==> src/chess_eval_pkg.sv <==
package chess_eval_pkg;

   parameter int score_width = 24;

   // bit 3 set marks a black piece
   typedef enum logic [3:0]
   {
      empty_square = 4'h0,
      white_pawn   = 4'h1,
      white_knight = 4'h2,
      white_bishop = 4'h3,
      white_rook   = 4'h4,
      white_queen  = 4'h5,
      white_king   = 4'h6,
      black_pawn   = 4'h9,
      black_knight = 4'hA,
      black_bishop = 4'hB,
      black_rook   = 4'hC,
      black_queen  = 4'hD,
      black_king   = 4'hE
   } piece_t;

   typedef piece_t [63:0] board_t;  // square 0 in the low nibble

   typedef struct packed
   {
      logic [15:0] pawn;
      logic [15:0] knight;
      logic [15:0] bishop;
      logic [15:0] rook;
      logic [15:0] queen;
      logic [15:0] king;
   } piece_values_t;

   typedef struct packed
   {
      logic signed [7:0] eg;
      logic signed [7:0] mg;
   } centre_bonus_t;

   typedef struct packed
   {
      logic signed [score_width-1:0] score_mg;
      logic signed [score_width-1:0] score_eg;
      logic signed [31:0]            material;
      logic                          insufficient;
   } eval_result_t;

   typedef enum logic [1:0]
   {
      st_idle   = 2'd0,
      st_settle = 2'd1,
      st_hold   = 2'd2
   } seq_state_t;

   typedef enum logic [7:0]
   {
      addr_pawn     = 8'h00,
      addr_knight   = 8'h04,
      addr_bishop   = 8'h08,
      addr_rook     = 8'h0C,
      addr_queen    = 8'h10,
      addr_king     = 8'h14,
      addr_bonus    = 8'h18,
      addr_score_mg = 8'h20,  // read only from here on
      addr_score_eg = 8'h24,
      addr_material = 8'h28,
      addr_status   = 8'h2C
   } reg_addr_t;

   function automatic logic piece_is_black(piece_t p);
      return p[3];
   endfunction

   // white adds, black subtracts
   function automatic logic signed [16:0] piece_value(piece_t p, piece_values_t v);
      logic [15:0] mag;
      case (p)
         white_pawn, black_pawn:     mag = v.pawn;
         white_knight, black_knight: mag = v.knight;
         white_bishop, black_bishop: mag = v.bishop;
         white_rook, black_rook:     mag = v.rook;
         white_queen, black_queen:   mag = v.queen;
         white_king, black_king:     mag = v.king;
         default:                    mag = '0;
      endcase
      if (piece_is_black(p))
         return -$signed({1'b0, mag});
      return $signed({1'b0, mag});
   endfunction

endpackage

==> src/eval_config_regs.sv <==
module eval_config_regs
(
   input  logic                          clk,
   input  logic                          reset,

   input  logic [7:0]                    paddr,
   input  logic                          psel,
   input  logic                          penable,
   input  logic                          pwrite,
   input  logic [31:0]                   pwdata,
   output logic [31:0]                   prdata,
   output logic                          pready,
   output logic                          pslverr,

   input  chess_eval_pkg::eval_result_t  result,
   input  logic                          eval_valid,
   output chess_eval_pkg::piece_values_t values,
   output chess_eval_pkg::centre_bonus_t bonus
);

   logic                         access;
   logic                         addr_ok;
   logic                         addr_ro;
   chess_eval_pkg::eval_result_t last_result;

   assign access = psel & penable;
   assign pready = 1'b1;  // no wait states
   assign pslverr = access & (~addr_ok | (pwrite & addr_ro));

   //////////////////////////////
   // address decode
   //////////////////////////////

   always_comb
   begin
      addr_ok = 1'b1;
      addr_ro = 1'b0;
      case (paddr)
         chess_eval_pkg::addr_pawn,
         chess_eval_pkg::addr_knight,
         chess_eval_pkg::addr_bishop,
         chess_eval_pkg::addr_rook,
         chess_eval_pkg::addr_queen,
         chess_eval_pkg::addr_king,
         chess_eval_pkg::addr_bonus:    addr_ro = 1'b0;
         chess_eval_pkg::addr_score_mg,
         chess_eval_pkg::addr_score_eg,
         chess_eval_pkg::addr_material,
         chess_eval_pkg::addr_status:   addr_ro = 1'b1;
         default:                       addr_ok = 1'b0;
      endcase
   end

   always_comb
   begin
      case (paddr)
         chess_eval_pkg::addr_pawn:     prdata = {16'd0, values.pawn};
         chess_eval_pkg::addr_knight:   prdata = {16'd0, values.knight};
         chess_eval_pkg::addr_bishop:   prdata = {16'd0, values.bishop};
         chess_eval_pkg::addr_rook:     prdata = {16'd0, values.rook};
         chess_eval_pkg::addr_queen:    prdata = {16'd0, values.queen};
         chess_eval_pkg::addr_king:     prdata = {16'd0, values.king};
         chess_eval_pkg::addr_bonus:    prdata = {16'd0, bonus.eg, bonus.mg};
         chess_eval_pkg::addr_score_mg: prdata = 32'(last_result.score_mg);  // sign extended
         chess_eval_pkg::addr_score_eg: prdata = 32'(last_result.score_eg);
         chess_eval_pkg::addr_material: prdata = last_result.material;
         chess_eval_pkg::addr_status:   prdata = {30'd0, eval_valid, last_result.insufficient};
         default:                       prdata = '0;
      endcase
   end

   //////////////////////////////
   // register writes and capture
   //////////////////////////////

   always_ff @(posedge clk)
   begin
      if (reset)
      begin
         values      <= '0;
         bonus       <= '0;
         last_result <= '0;
      end
      else
      begin
         if (eval_valid)
            last_result <= result;
         if (access && pwrite && addr_ok && !addr_ro)
         begin
            case (paddr)
               chess_eval_pkg::addr_pawn:   values.pawn   <= pwdata[15:0];
               chess_eval_pkg::addr_knight: values.knight <= pwdata[15:0];
               chess_eval_pkg::addr_bishop: values.bishop <= pwdata[15:0];
               chess_eval_pkg::addr_rook:   values.rook   <= pwdata[15:0];
               chess_eval_pkg::addr_queen:  values.queen  <= pwdata[15:0];
               chess_eval_pkg::addr_king:   values.king   <= pwdata[15:0];
               chess_eval_pkg::addr_bonus:
               begin
                  bonus.mg <= pwdata[7:0];
                  bonus.eg <= pwdata[15:8];
               end
               default: ;
            endcase
         end
      end
   end

endmodule

==> config.mk <==
export PLATFORM = sky130hd
export DESIGN_NAME = eval_config_regs
export DESIGN_NICKNAME = d
export VERILOG_FILES = /design/src/chess_eval_pkg.sv /design/src/eval_config_regs.sv
export SDC_FILE = /design/constraint.sdc
export NUM_CORES = 1
export LEC_CHECK = 0
export BUFFER_PORTS_ARGS = -buffer_cell sky130_fd_sc_hd__buf_2
export CAP_MARGIN = 0
export CELL_PAD_IN_SITES_DETAIL_PLACEMENT = 1
export CELL_PAD_IN_SITES_GLOBAL_PLACEMENT = 1
export CORE_MARGIN = 2
export CORE_UTILIZATION = 40
export CTS_BUF_LIST = sky130_fd_sc_hd__clkbuf_4 sky130_fd_sc_hd__clkbuf_8 sky130_fd_sc_hd__clkbuf_16
export DETAILED_ROUTE_END_ITERATION = 6
export HOLD_SLACK_MARGIN = 0.08
export PLACE_DENSITY = 0.82
export RECOVER_POWER = 25
export SLEW_MARGIN = 20
export SYNTH_ARGS = -nofsm -noshare
export SYNTH_HDL_FRONTEND = slang
export SYNTH_SLANG_ARGS = --single-unit
export TNS_END_PERCENT = 20
==> constraint.sdc <==
create_clock -name clk -period 6.36 [get_ports clk]
set_clock_uncertainty 0.05 [all_clocks]
set_input_delay 0.318 -clock clk [delete_from_list [all_inputs] [get_ports clk]]
set_output_delay 0.318 -clock clk [all_outputs]
set_load 0.005 [all_outputs]
# Word level (Yosys, flattened, before mapping)
# Cells that the tools add are included.
op_classes:
  muxes: 3
  n_reduce_logical: 14
  n_eq_ne: 10
  bitwise: 5
ops:
  columns: ["cell", "count"]
  rows:
  - ["one-hot mux 32 bit (11 select lines)", 1]
  - ["equality test 8 x 6 -> 1 bit (second input constant)", 4]
  - ["equality test 8 x 5 -> 1 bit (second input constant)", 3]
  - ["equality test 8 x 4 -> 1 bit (second input constant)", 2]
  - ["AND reduction 2 bit", 7]
  - ["OR reduction 11 bit", 1]
  - ["equality test 8 x 3 -> 1 bit (second input constant)", 1]
  - ["logical NOT 8 bit", 1]
  - ["OR reduction 4 bit", 1]
  - ["AND 1 bit", 3]
  - ["logical AND 1 bit", 3]
  - ["two-way mux 1 bit", 2]
  - ["logical NOT 1 bit", 1]
  - ["inverter 1 bit", 1]
  - ["OR 1 bit", 1]
word_totals:
  output_inout_bits: 146
  register_bits: 193
  wordCells: 44
  input_bits: 127

# Longest topological paths before layout
logic_depth:
  depth_word: 6
  mapped_depth: 8
  mapped_depth_nobuf: 4

# Worst setup path before layout
# Ideal clock, no wire load.
synth_path:
  kind: "input -> output"
  startpoint: "input paddr[5]"
  endpoint: "output prdata[23]"
  required_time_ps: 5992
  setup_slack_ps: 4001
  stages: 6
  n_path_buf: 3
  arrival_ps: 1991
  path_cell_list: "clkbuf_1 -> or4b_1 -> clkbuf_1 -> nor2_1 -> clkbuf_1 -> a21o_1"
synth_between:
  elab_chain_len: 2
  elab_cells_between_ends: 12
  classes_between: "eq/ne (10); mux (1); reduce/logical (1)"
synth_rtl:
  columns: ["item", "line", "text"]
  rows:
  - ["from (decl)", "eval_config_regs.sv:6", "input logic [7:0] paddr,"]
  - ["equality test 8 x 6 -> 1 bit, or another cell as far along", "eval_config_regs.sv:56", "case (paddr)"]
  - ["one-hot mux 32 bit (11 select lines) (*)", "eval_config_regs.sv:56", null]
  - ["to (decl)", "eval_config_regs.sv:11", "output logic [31:0] prdata,"]
# Every way passes the cells marked *; elsewhere a longest branch is shown, timed or not.

# Worst setup path in the final report
layout_path:
  startpoint: "input eval_valid"
  endpoint: "output prdata[1]"
layout_between:
  elab_chain_len: 1
layout_rtl:
  columns: ["item", "line", "text"]
  rows:
  - ["from (decl)", "eval_config_regs.sv:16", "input logic eval_valid,"]
  - ["one-hot mux 32 bit (11 select lines)", "eval_config_regs.sv:56", null]
# No other way between the ends.

==> metrics.txt <==
wire length per cell=21.9 um; net count after synthesis=1,066; Synthesis Warnings=0; Initial Utilization=40.5%; cell count after synthesis=939; Inserted Clock Buffers=17; Slew Viols, Final=43; maximum level of the CTS H-tree=4; height of the die=149 um; largest incremental delay on the critical path=2110 ps; width of the die=149 um; FFs w/ async S/R, synth=0%; Cells after DPL=1,412; critical path's top delay family=buffers and inverters; number of top-level pins=273; final sum of negative setup slack=0 ps; fraction of final layout cells sized beyond drive strength 1=23.2%; top_reg_cell synth=sky130_fd_sc_hd__dfxtp_1; number of cells traversed by the worst register-to-register path=2; number of cell rows=53; Crit path buffers/inverters=2; violations in the final reports=max-capacitance violations, max-slew violations; measured slew at the worst slew-check pin=3020 ps; leading cell types in the layout, fill and taps excluded=sky130_fd_sc_hd__buf_2 (216), sky130_fd_sc_hd__dfxtp_1 (193), sky130_fd_sc_hd__mux2i_1 (158); worst vdd rail ir drop=0.197 mV; Clock Root Buffer=sky130_fd_sc_hd__clkbuf_16; via/cell ratio=5.50; clock period minus final worst setup slack=3700 ps; maximum capacitance violations=1; Finished Layout Cells=1,504; number of flops mapped to enable cells by yosys=0; P&R area growth vs syn=29.8%; via count of the first global-routing pass=8,322; Min-Delay Path Depth=3; Mapped Avg Cell Area=9.02 um^2; required arrival time at the worst endpoint=5990 ps; total number of vias=8,279; min-delay worst type=in -> reg; biggest area consumer among synthesized cells=sky130_fd_sc_hd__dfxtp_1; Final Routed Wirelength=33,000 um; initial antenna violation count=3; leakage power total=4.83 nW; Highest Clock Rate=0.270 GHz; worst-case headroom to the max-slew limit=-101%; 1st-pass router iterations=5; RSZ-0062 raised after global routing=false; number of distinct library cells after synthesis=49; proportion of netlist area held by the largest area contributor=45.6%; DRC errors left=0; Final Setup Violations=0; category of the worst setup path capture point=output pin; number of buffers on the longest clock path=2; total of flip-flops plus latches after synthesis=193; insertion delay to the later sink of the worst-skew pair=430 ps; total grt overflow=0; maximum fanout along the worst path=42; first-iteration detailed-routing DRC count=519; WP depth=6; Antenna Nets Post-Route=0; I/O Buffers=255; number of sinks handled by clock tree synthesis=193; number of buffers inserted to repair setup after CTS=0; dominant cells by area after synthesis=sky130_fd_sc_hd__dfxtp_1 (46%), sky130_fd_sc_hd__mux2i_1 (19%), sky130_fd_sc_hd__nand2_1 (6.7%); critical path launch point type=primary input; Hold Vio Cnt, Final=0; HPWL reported at the end of detailed placement=23,000 um; area of the die=22,300 um^2; TritonCTS clock tree=yes; most common cell after layout, fill and taps aside=sky130_fd_sc_hd__buf_2; CP cell instances=clkbuf_1 -> mux2i_1 -> o22ai_1 -> nand2_1 -> o211ai_1 -> buf_2; total global routing track utilization=29.0%; core region area=20,900 um^2; crit share post-route=58.1%; post-synthesis cell area=8470 um^2; worst-path cell with the longest stage delay=sky130_fd_sc_hd__clkbuf_1; run status=complete, but fails checks; final net count=1,341; Crit Path Class=in -> out; final weighted congestion of routability-driven global placement=0.929; global-route wire length before repair=49,100 um; pin count of the biggest net entering global routing=99; part of the Yosys area used for sequential elements=45.6%; data arrival time at the worst-slack endpoint=3330 ps; Clock transition at path regs=70 ps; Power Density=228 nW/um^2
-- final cells by class --
type,count,area (um^2)
Multi-Input combinational cell,674,4300
Antenna cell,2,5.00
Clock inverter,15,126
Timing Repair Buffer,327,1930
Inverter,1,3.75
Tap cell,275,344
Clock buffer,17,425
Fill cell,2532,9900
Sequential cell,193,3860
-- timing repair --
item | CTS | global route
endpoints found under the hold margin | 57 | 0
gates resized for setup | 0 | 0
hold buffers | 57 | 0
-- final timing paths --
| kind | start | to | slack [ps] |
|---|---|---|---|
| hold / removal | result[74] | last_result[74] | 80 |
| setup / recovery | eval_valid | prdata[1] | 2660 |
| hold reg to reg | bonus[3] | bonus[3] | 420 |
| setup reg to reg | bonus[12] | bonus[12] | 5550 |
-- per-stage QoR --
stage	instance area (um^2)	util, %	worst slack (ps)	hold WS (ps)	power, mW
6_report	11000	52.6	2660	80.3	2.50
5_1_grt	11000	52.6	2450	89.8	2.59
4_1_cts	11000	52.8	3120	80.7	2.51
3_5_place_dp	9900	47.4	3110	414	1.47
3_3_place_gp	9900	47.4	3140	401	1.47
2_1_floorplan	8470	-	4000	404	1.39
-- cell families (layout without fill, tap and decap cells) --
family          Yosys count  after routing  share of synthesized area (%)
mux                     168            168                           20.4
flops                   193            193                           45.6
simple gates            342            342                           17.4
other cells               1              3                         0.0443
compound gates          163            163                           12.9
buf+inv                  72            360                           3.68
-- report_power, final --
part | switching [mW] | leakage (nW) | internal (mW)
Clock | 0.509 | 0.245 | 0.510
Sequential | 0.0212 | 1.57 | 1.24
Combinational | 0.123 | 3.01 | 0.0997
-- registers in the layout, indices dropped and copies added (netlist names) --
| name | flops |
|---|---|
| last_result | 81 |
| bonus | 16 |
| values | 96 |
-- routing by layer --
metal  vias up  share of wire, %  wire length (um)  track usage [%]
met2       349                46             15200             46.7
li1       3844                 -                 -                -
met5         -             0.067                22                0
met1      4033                44             14600             38.8
met3        49               7.2              2370             6.01
met4         4               2.2               731             10.1
-- worst reg2reg max path, cell delays in order, from the launching register on --
cell	delay, ps
sky130_fd_sc_hd__dfxtp_1	380
sky130_fd_sc_hd__nand2_1	100
sky130_fd_sc_hd__a21oi_1	200
-- cells in the mapped netlist, types with 9 or more instances --
| cell type | number |
|---|---|
| sky130_fd_sc_hd__nor2_1 | 142 |
| sky130_fd_sc_hd__a21o_1 | 10 |
| sky130_fd_sc_hd__clkbuf_1 | 46 |
| sky130_fd_sc_hd__buf_1 | 11 |
| sky130_fd_sc_hd__dfxtp_1 | 193 |
| sky130_fd_sc_hd__a21oi_1 | 66 |
| sky130_fd_sc_hd__buf_2 | 9 |
| sky130_fd_sc_hd__a22oi_1 | 42 |
| sky130_fd_sc_hd__mux2i_1 | 158 |
| sky130_fd_sc_hd__nand2_1 | 152 |
No activity file was read; power rests on OpenSTA's default activity.
