File: src/chess_eval_pkg.sv
package chess_eval_pkg;

   parameter int score_width = 24;

   // bit 3 set marks a black piece
   typedef enum logic [3:0]
   {
      empty_square = 4'h0,
      white_pawn   = 4'h1,
      white_knight = 4'h2,
      white_bishop = 4'h3,
      white_rook   = 4'h4,
      white_queen  = 4'h5,
      white_king   = 4'h6,
      black_pawn   = 4'h9,
      black_knight = 4'hA,
      black_bishop = 4'hB,
      black_rook   = 4'hC,
      black_queen  = 4'hD,
      black_king   = 4'hE
   } piece_t;

   typedef piece_t [63:0] board_t;  // square 0 in the low nibble

   typedef struct packed
   {
      logic [15:0] pawn;
      logic [15:0] knight;
      logic [15:0] bishop;
      logic [15:0] rook;
      logic [15:0] queen;
      logic [15:0] king;
   } piece_values_t;

   typedef struct packed
   {
      logic signed [7:0] eg;
      logic signed [7:0] mg;
   } centre_bonus_t;

   typedef struct packed
   {
      logic signed [score_width-1:0] score_mg;
      logic signed [score_width-1:0] score_eg;
      logic signed [31:0]            material;
      logic                          insufficient;
   } eval_result_t;

   typedef enum logic [1:0]
   {
      st_idle   = 2'd0,
      st_settle = 2'd1,
      st_hold   = 2'd2
   } seq_state_t;

   typedef enum logic [7:0]
   {
      addr_pawn     = 8'h00,
      addr_knight   = 8'h04,
      addr_bishop   = 8'h08,
      addr_rook     = 8'h0C,
      addr_queen    = 8'h10,
      addr_king     = 8'h14,
      addr_bonus    = 8'h18,
      addr_score_mg = 8'h20,  // read only from here on
      addr_score_eg = 8'h24,
      addr_material = 8'h28,
      addr_status   = 8'h2C
   } reg_addr_t;

   function automatic logic piece_is_black(piece_t p);
      return p[3];
   endfunction

   // white adds, black subtracts
   function automatic logic signed [16:0] piece_value(piece_t p, piece_values_t v);
      logic [15:0] mag;
      case (p)
         white_pawn, black_pawn:     mag = v.pawn;
         white_knight, black_knight: mag = v.knight;
         white_bishop, black_bishop: mag = v.bishop;
         white_rook, black_rook:     mag = v.rook;
         white_queen, black_queen:   mag = v.queen;
         white_king, black_king:     mag = v.king;
         default:                    mag = '0;
      endcase
      if (piece_is_black(p))
         return -$signed({1'b0, mag});
      return $signed({1'b0, mag});
   endfunction

endpackage

File: src/eval_sequencer.sv
module eval_sequencer
(
   input  logic clk,
   input  logic reset,
   input  logic board_valid,
   input  logic clear_eval,
   output logic eval_valid
);

   localparam int settle_cycles = 5;

   chess_eval_pkg::seq_state_t state;
   logic                       board_valid_r;
   logic [2:0]                 settle_cnt;

   always_ff @(posedge clk)
   begin
      if (reset)
      begin
         state         <= chess_eval_pkg::st_idle;
         board_valid_r <= 1'b0;
         settle_cnt    <= '0;
         eval_valid    <= 1'b0;
      end
      else
      begin
         board_valid_r <= board_valid;
         case (state)
            chess_eval_pkg::st_idle:
            begin
               settle_cnt <= '0;
               eval_valid <= 1'b0;
               if (board_valid && !board_valid_r)  // rising edge only
                  state <= chess_eval_pkg::st_settle;
            end
            chess_eval_pkg::st_settle:
            begin
               settle_cnt <= settle_cnt + 3'd1;
               if (settle_cnt == 3'(settle_cycles - 1))
                  state <= chess_eval_pkg::st_hold;
            end
            chess_eval_pkg::st_hold:
            begin
               if (clear_eval && eval_valid)
               begin
                  eval_valid <= 1'b0;
                  state      <= chess_eval_pkg::st_idle;
               end
               else
                  eval_valid <= 1'b1;
            end
            default: state <= chess_eval_pkg::st_idle;
         endcase
      end
   end

endmodule

File: config.mk
export PLATFORM = sky130hd
export DESIGN_NAME = eval_sequencer
export DESIGN_NICKNAME = d
export VERILOG_FILES = /design/src/chess_eval_pkg.sv /design/src/eval_sequencer.sv
export SDC_FILE = /design/constraint.sdc
export NUM_CORES = 1
export LEC_CHECK = 0
export BUFFER_PORTS_ARGS = -buffer_cell sky130_fd_sc_hd__clkbuf_2
export CORE_AREA = 2 2 39 41
export DETAILED_ROUTE_END_ITERATION = 10
export DIE_AREA = 0 0 41 43
export GPL_ROUTABILITY_DRIVEN = 1
export PLACE_DENSITY = 0.49
export SYNTH_ARGS = -nofsm -noshare
export SYNTH_HDL_FRONTEND = slang
export SYNTH_SLANG_ARGS = --single-unit
File: constraint.sdc
create_clock -name clk -period 1.28 [get_ports clk]
set_clock_uncertainty 0.05 [all_clocks]
set_input_delay 0.192 -clock clk [delete_from_list [all_inputs] [get_ports clk]]
set_output_delay 0.192 -clock clk [all_outputs]
set_load 0.03 [all_outputs]
======== Yosys cells after proc, flatten, opt, wreduce, memory -nomap -nowiden ========
Index checks and enable logic that the tools add are counted.
cells by class
  bitwise logic cells ..................... 0
  $add $sub $neg .......................... 1
  magnitude comparators ................... 0
  shifts and indexed selects .............. 0
  muxes and demuxes ....................... 7
  reduce and logical (&&, ||, !) cells .... 7
  div/mod/pow operators ................... 0
  equality and inequality tests ........... 6
  $mul .................................... 0
operators by type and width
  kind                                                             number
  2-bit 2-to-1 mux                                                 3
  2-bit inequality test, second input constant                     3
  2-bit case mux with 3 select lines                               1
  3-bit case mux with 2 select lines                               1
  2-bit nonzero test                                               2
  3-bit by 1-bit adder with 3-bit output, second input constant    1
  3-bit == test, second input constant                             1
  3-bit AND reduction                                              1
  2-bit by 1-bit == test with 1-bit output, second input constant  1
  2-bit == test, second input constant                             1
  1-bit logical AND                                                2
  2-bit zero test                                                  1
  1-bit case mux with 2 select lines                               1
  1-bit zero test                                                  1
  1-bit 2-to-1 mux                                                 1
word-level totals
  bits in registers ....................... 7
  bits in latches ......................... 0
  bits of input ports ..................... 4
  output and inout port bits .............. 1
  ROM bits ................................ 0
  RAM bits ................................ 0
  memories kept ........................... 0

======== Longest topological paths before layout ========
Gate-level depths: netlist of run 1.
  depth after elaboration ................. 4
  depth in mapped cells ................... 5
  mapped depth without buffers ............ 5

======== Worst setup path before layout of run 1 ========
Ideal clock, no wire load.
  kind .................................... flip-flop to flip-flop
  start point ............................. register settle_cnt[0]
  end point ............................... register settle_cnt[1]
  stages on the path, launching flop included .. 5
  slack ................................... 0.280 ns
  clock period less this slack ............ 1.000 ns
  data required time ...................... 1.113 ns
  data arrival time ....................... 0.834 ns
  buffers on the path ..................... 0
  cell sequence ........................... dfxtp_1 -> inv_1 -> ha_1 -> a22oi_1 -> nor2_1
between the ends
  longest elaborated chain between the ends .. 2
RTL lines
  item                                    line                  source
  from (decl)                             eval_sequencer.sv:14  logic [2:0] settle_cnt;
  from (signal assigned)                  eval_sequencer.sv:38  settle_cnt <= settle_cnt + 3'd1;
  3-bit by 1-bit adder with 3-bit output  eval_sequencer.sv:38
  3-bit case mux with 2 select lines      eval_sequencer.sv:28  case (state)
Every way passes these cells.
A chain may end at the register's enable or synchronous reset.

======== Worst setup path after layout of run 1 ========
  start point ............................. register settle_cnt[0]
  end point ............................... register settle_cnt[2]
Same word-level chain as after synthesis.

==> results of run 1 <==
power breakdown:
group | switching, uW | internal (uW)
clock | 78.7 | 119
combinational | 13.1 | 15.9
sequential | 7.47 | 225
layout by cell type (no fill, tap or decap):
cell type and count:
a21oi_1 4, clkbuf_1 1, nor2b_1 2, nor3b_1 1, nand3b_1 1, ha_1 2
nor2b_4 1, a22oi_1 1, clkbuf_2 4, nor3b_2 1, o21ai_1 1, nor2_1 2
clkbuf_4 3, nand2_1 6, a21oi_2 1, nand3_2 1, dfxtp_1 7, nor3_1 1
inv_1 2
per-layer routing:
metal	global-route usage [%]	vias to the layer above	part of all wire [%]
met3	7.85	0	2.3
met1	10.4	107	54
li1	-	131	-
met5	0	-	0
met2	10.3	3	43
met4	2.00	0	0
stage by stage:
| stage | total power (uW) | hold slack [ps] | utilization [%] | cell area (um2) | instances |
|---|---|---|---|---|---|
| detailed placement | 266 | 384 | 25.5 | 353 | 54 |
| global placement | 267 | 368 | 25.5 | 353 | 54 |
| finish | 459 | 131 | 27.4 | 379 | 58 |
| global route | 494 | 149 | 27.4 | 379 | 58 |
| floorplan | 255 | 204 | - | 324 | 35 |
| CTS | 470 | 131 | 27.4 | 379 | 58 |
worst paths after layout:
kind / slack [ps] / cells past startpoint / to
max reg2reg: 210 / 4 / settle_cnt[2]$_SDFFE_PP0P_
min reg2reg: 430 / 2 / eval_valid$_SDFFE_PP0P_
min: 130 / 2 / board_valid_r$_SDFF_PP0_
max: 210 / 4 / settle_cnt[2]$_SDFFE_PP0P_
critical path, stage by stage, from the launching register on:
cell     delay, ps
dfxtp_1        330
ha_1           220
nor3b_2        150
o21ai_1        140
a21oi_1         80
area by class of cell:
type | instances | area (um2)
repair buffers | 4 | 20.0
inverters | 2 | 7.51
well taps | 16 | 20.0
fillers | 147 | 1000
flip-flops and latches | 7 | 140
clock buffers | 4 | 26.3
multi-input cells | 25 | 165
sequential cells by signal, summed over array words and instances (netlist names):
signal / flops
eval_valid: 1
board_valid_r: 1
settle_cnt: 3
state: 2
cells by family (layout without fill, tap and decap cells):
kind of cell	after synthesis	count (layout)	share of synthesized area [%]
simple gates	16	16	30.5
compound gates	7	7	12.7
flops	7	7	43.2
buf+inv	3	10	5.79
fa+ha+maj	2	2	7.72
==> results.json, run 1 <==
{
  "core_region_area_um2": 1380,
  "cts-resized-gates": 0,
  "yosysTopAreaCell": "dfxtp_1",
  "post_cts_buffers": 0,
  "worst_slew_pin_slew_ps": 352,
  "setup_ws_ps": 205,
  "place_ws_ps": 215,
  "grt_max_degree": 9,
  "fin_tns_setup_ps": 0,
  "hold_class": "in2reg",
  "cts_buffer_depth": 2,
  "synth_edf_count": 0,
  "ant_nets": 0,
  "drcViolationCount": 0,
  "die_h_um": 43,
  "die-area_um2": 1760,
  "syn-cell-area_um2": 324,
  "end_kind": "register",
  "grt_pass1_wl_um": 945,
  "routed_wl_um": 532,
  "area.growth.synth_to_final_pct": 17.0,
  "routed_via_density": 4.16,
  "path_clk_slew_ps": 60,
  "synth_fp_nets": 41,
  "worst_hold_startpoint": "board_valid",
  "vdd_drop_max_uv": 411,
  "cp.required_ps": 1370,
  "hold_viol_final": 0,
  "grt_use_total_pct": 8.36,
  "num_rows": 14,
  "synth.top_cell.area_share_pct": 43.2,
  "io_buffers": 4,
  "async_flop_share_pct": 0,
  "ctsHoldBuffers": 0,
  "path_max_fanout": 4,
  "ys_seq_area_share_pct": 43.2,
  "fin_crit_sh_pct": 84.0,
  "drt_iter0_drc": 5,
  "netlist_top_cells_count": "dfxtp_1, nand2_1, a21oi_1",
  "cp-start-kind": "register",
  "arrival_ps": 1160,
  "synth.avg_cell_area_um2": 9.26,
  "firstDrtPassIters": 3,
  "synthTopCellsByArea": "dfxtp_1, ha_1, nand2_1",
  "path_class": "reg2reg",
  "slew_headroom_pct": 76.5,
  "synth_cells": 35,
  "yosysMostFrequentCell": "dfxtp_1",
  "status": "finished clean",
  "tritoncts": "yes",
  "die_width_um": 41,
  "dp_hpwl_um": 376,
  "cts_buffers": 3,
  "slew_viol_final": 0,
  "grt_pass1_vias": 233,
  "rsz0062_at_grt": "false",
  "drive_above_1_share_pct": 26.2,
  "maxCapViolations": 0,
  "r2r_start": "settle_cnt[0]$_SDFFE_PP0P_",
  "wl_per_cell_um": 9.17,
  "gr-total-overflow": 0,
  "start_util_pct": 23.4,
  "vias": 241,
  "fin_nets": 49,
  "yosysWarnings": 0,
  "clockRootBuffer": "clkbuf_4",
  "power.density_nw_per_um2": 1210,
  "crit_path_start": "settle_cnt[0]$_SDFFE_PP0P_",
  "synth_seq_cells": 7,
  "ys.flop_type": "dfxtp_1",
  "period_minus_slack_ps": 1070,
  "antenna_found_initial": 0,
  "antenna_cells": 0,
  "gp_congestion": 0.601,
  "fmax_mhz": 930,
  "io_pins": 5,
  "cts_htree_levels": 1,
  "cts.sinks": 7,
  "setup_viol": 0,
  "ys_types": 17,
  "leakage_uw": 0.000145,
  "insertion_delay_ps": 250
}
(Power assumes the default switching activity.)
==> run 2, diff against run 1 <==
- clock period: 1.28 -> 1 ns (I/O delays scaled with it)
==> results.json, run 2 (synthesis results as in run 1) <==
{
  "insertion_delay_ps": 260,
  "rsz0062_at_grt": "true",
  "fin_worst_hold_slack_ps": 95.5,
  "dpl.cell_count": 56,
  "leakage_uw": 0.000161,
  "grt_max_degree": 9,
  "period_minus_slack_ps": 1000,
  "cts_buffer_depth": 2,
  "wl_per_cell_um": 10.2,
  "reg_top3": "settle_cnt (3), state (2)",
  "antenna_cells": 0,
  "end_kind": "register",
  "drcViolationCount": 0,
  "routed_wl_um": 610,
  "tritoncts": "yes",
  "arrival_ps": 1100,
  "cp_num_buf_inv": 0,
  "path_max_fanout": 3,
  "slew_headroom_pct": 87.2,
  "largest_reg_flops": 3,
  "cts_buffers": 3,
  "ctsHoldBuffers": 0,
  "fin_crit_sh_pct": 100,
  "maxCapViolations": 0,
  "cp-start-kind": "register",
  "drt_iter0_drc": 0,
  "path_class": "reg2reg",
  "die_width_um": 41,
  "post_cts_buffers": 0,
  "hold_class": "in2reg",
  "vias": 262,
  "cpPeakStageDelay_ps": 330,
  "grt_pass1_vias": 214,
  "layout_commonest_cell": "nand2_1",
  "io_buffers": 4,
  "dp_hpwl_um": 415,
  "vdd_drop_max_uv": 539,
  "power.density_nw_per_um2": 1380,
  "fin_tns_setup_ps": -1.21,
  "worst_path_max_delay_cell": "dfxtp_2",
  "setup_viol": 1,
  "grt_pass1_wl_um": 910,
  "path_delay_family": "flip-flops",
  "fin_util_pct": 31.8,
  "status": "complete, but fails checks",
  "num_rows": 14,
  "cp.required_ps": 1100,
  "violations": "setup timing",
  "grt_use_total_pct": 8.35,
  "cts.sinks": 7,
  "firstDrtPassIters": 1,
  "io_pins": 5,
  "area.growth.synth_to_final_pct": 35.9,
  "core_region_area_um2": 1380,
  "path_clk_slew_ps": 50,
  "cts_htree_levels": 1,
  "die_h_um": 43,
  "slew_viol_final": 0,
  "routed_via_density": 4.37,
  "gp_congestion": 0.624,
  "setup_ws_ps": -1.21,
  "ant_nets": 0,
  "hold_viol_final": 0,
  "cp_cell_sequence": "ha_2, nor3b_2, o21ai_1, a21oi_1",
  "fmax_mhz": 999,
  "fillers": 152,
  "stdcell_count": 60,
  "largest_register": "settle_cnt",
  "start_util_pct": 23.4,
  "drive_above_1_share_pct": 47.7,
  "clockRootBuffer": "clkbuf_4",
  "layout_common_cells": "nand2_1, a21oi_1, dfxtp_2",
  "place_ws_ps": -29.7,
  "gr-total-overflow": 0,
  "worst_slew_pin_slew_ps": 192,
  "fin_nets": 51,
  "die-area_um2": 1760,
  "antenna_found_initial": 0
}
==> run 2: power by group <==
group	switching, uW	total [uW]	internal, uW
combinational	22.1	49.5	27.4
clock	106	258	152
sequential	9.65	299	290
==> run 2: per-layer routing <==
metal,track usage (%),routed length (um),vias up
met5,0,0,-
met4,4.00,0,0
met3,7.85,22,0
met2,9.69,298,4
met1,10.0,289,123
li1,-,-,135
==> run 2: repair_timing <==
action                     in CTS  in global routing
gates cloned                    0                  0
hold endpoints to repair        0                  0
pin swaps                       2                  4
setup endpoints to repair       3                  5
gates resized for setup         3                  6
==> run 2: final cells by class <==
type / instances / area, um2 / share of cell area, %
Multi-Input combinational cell: 25 / 185 / 42.0
Sequential cell: 7 / 145 / 33.0
Timing Repair Buffer: 6 / 56.3 / 12.8
Clock buffer: 4 / 26.3 / 5.97
Tap cell: 16 / 20.0 / 4.55
Inverter: 2 / 7.51 / 1.70
==> run 2: stage by stage <==
step           total power (uW)  cell area, um2
2_1_floorplan               326             325
3_3_place_gp                344             382
3_5_place_dp                347             382
4_1_cts                     612             418
5_1_grt                     641             440
6_report                    607             440
==> run 2: worst paths after layout <==
| path | start | end | slack (ps) | cells past startpoint |
|---|---|---|---|---|
| worst max-delay path | settle_cnt[1]$_SDFFE_PP0P_ | settle_cnt[2]$_SDFFE_PP0P_ | -1 | 4 |
| worst min-delay path | board_valid | board_valid_r$_SDFF_PP0_ | 100 | 2 |
| worst max register to register | settle_cnt[1]$_SDFFE_PP0P_ | settle_cnt[2]$_SDFFE_PP0P_ | -1 | 4 |
| worst min register to register | eval_valid$_SDFFE_PP0P_ | eval_valid$_SDFFE_PP0P_ | 430 | 2 |
==> run 2: worst reg2reg max path, cell delays in order (launching register included) <==
cell     delay (ps)
dfxtp_2         330
ha_2            170
nor3b_2         140
o21ai_1         130
a21oi_1          70
==> run 3, diff against run 2 <==
- PLACE_DENSITY: 0.49 -> 0.5
- clock period: 1 -> 0.9 ns (I/O delays scaled with it)
==> results.json, run 3 (synthesis results as in run 1) <==
{
  "status": "complete, but fails checks",
  "violations": "setup timing",
  "arrival_ps": 1090,
  "area.growth.synth_to_final_pct": 47.1,
  "start_util_pct": 23.4,
  "place_area_um2": 383,
  "maxCapViolations": 0,
  "fillers": 143,
  "largest_register": "settle_cnt",
  "period_minus_slack_ps": 1010,
  "path_max_fanout": 3,
  "antenna_found_initial": 0,
  "largest_reg_flops": 3,
  "power.density_nw_per_um2": 1420,
  "grt_pass1_vias": 250,
  "slew_viol_final": 0,
  "routed_via_density": 4.44,
  "ctsHoldBuffers": 0,
  "rsz0062_at_grt": "true",
  "drcViolationCount": 0,
  "place_ws_ps": -118,
  "drive_above_1_share_pct": 57.4,
  "setup_viol": 4,
  "worst_path_max_delay_cell": "dfxtp_4",
  "layout_commonest_cell": "nand2_1",
  "use_met2_pct": 12.5,
  "io_buffers": 4,
  "cts_buffers": 3,
  "worst_slew_pin_slew_ps": 208,
  "die_width_um": 41,
  "die-area_um2": 1760,
  "top_usage_layer": "met2",
  "hold_class": "in2reg",
  "power.total_uw": 677,
  "use_met3_pct": 3.14,
  "io_pins": 5,
  "cp.required_ps": 980,
  "routed_wl_um": 641,
  "cp-start-kind": "register",
  "path_clk_slew_ps": 50,
  "firstDrtPassIters": 2,
  "cp_cell_sequence": "ha_4, nor3b_2, o21ai_1, a21oi_1",
  "vdd_drop_max_uv": 527,
  "grt_use_total_pct": 9.44,
  "path_class": "reg2reg",
  "die_h_um": 43,
  "leakage_uw": 0.000179,
  "fin_area_um2": 477,
  "fin_nets": 54,
  "cts_buffer_depth": 2,
  "grt_max_degree": 8,
  "end_kind": "register",
  "dp_hpwl_um": 415,
  "fin_crit_sh_pct": 112,
  "core_region_area_um2": 1380,
  "path_delay_family": "flip-flops",
  "clockRootBuffer": "clkbuf_4",
  "grt_pass1_wl_um": 1020,
  "cts.sinks": 7,
  "met1_usage_pct": 9.65,
  "hold_viol_final": 0,
  "fin_worst_hold_slack_ps": 64.8,
  "fmax_mhz": 991,
  "reg_top3": "settle_cnt (3), state (2)",
  "antenna_cells": 0,
  "insertion_delay_ps": 250,
  "gp_congestion": 0.658,
  "wl_per_cell_um": 10.2,
  "fin_tns_setup_ps": -257,
  "vias": 280,
  "drt_iter0_drc": 5,
  "ant_nets": 0,
  "num_rows": 14,
  "cp_num_buf_inv": 0,
  "cpPeakStageDelay_ps": 350,
  "slew_headroom_pct": 86.1,
  "layout_common_cells": "nand2_1, dfxtp_2",
  "tritoncts": "yes",
  "gr-total-overflow": 0,
  "setup_ws_ps": -109,
  "cts_htree_levels": 1
}
## run 3: report_power, final
part           total [uW]  switching (uW)  leakage, uW  internal, uW
sequential            330            9.96    0.0000596           320
clock                 283             114    0.0000150           169
combinational        63.0            27.9     0.000104          35.0
total                 677             152     0.000179           524
## run 3: cell type report
type | instances | area (um2) | area share (%)
multi-input combinational | 25 | 199 | 41.7
inverter | 2 | 7.51 | 1.57
clock buffer | 4 | 26.3 | 5.51
tap | 16 | 20.0 | 4.20
sequential | 7 | 149 | 31.2
timing repair buffer | 9 | 75.1 | 15.7
## run 3: final timing paths
check / slack (ps) / cells after the start / from / endpoint
hold reg to reg: 440 / 2 / state[0]$_SDFFE_PP0P_ / eval_valid$_SDFFE_PP0P_
setup / recovery: -110 / 4 / settle_cnt[0]$_SDFFE_PP0P_ / settle_cnt[2]$_SDFFE_PP0P_
setup reg to reg: -110 / 4 / settle_cnt[0]$_SDFFE_PP0P_ / settle_cnt[2]$_SDFFE_PP0P_
hold / removal: 60 / 2 / board_valid / board_valid_r$_SDFF_PP0_
## run 3: what timing repair did
action                     in CTS  in global routing
resized for setup               4                 10
pin swaps                       2                  6
setup buffers                   2                  0
setup endpoints to repair       4                  7
## run 3: through the flow
stage / utilization, % / instances
finish: 34.4 / 63
global route: 34.4 / 63
CTS: 32.1 / 63
detailed placement: 27.7 / 57
global placement: 27.7 / 57
floorplan: - / 35
## run 3: layer usage
metal / vias to the layer above / wire length, um
met3: 5 / 8
li1: 140 / -
met4: 0 / 36
met2: 5 / 326
met5: - / 0
met1: 130 / 270
## run 3: worst reg2reg max path, cell delays in order (launching register included)
cell and delay (ps):
dfxtp_4 350, ha_4 150, nor3b_2 140, o21ai_1 120, a21oi_1 70
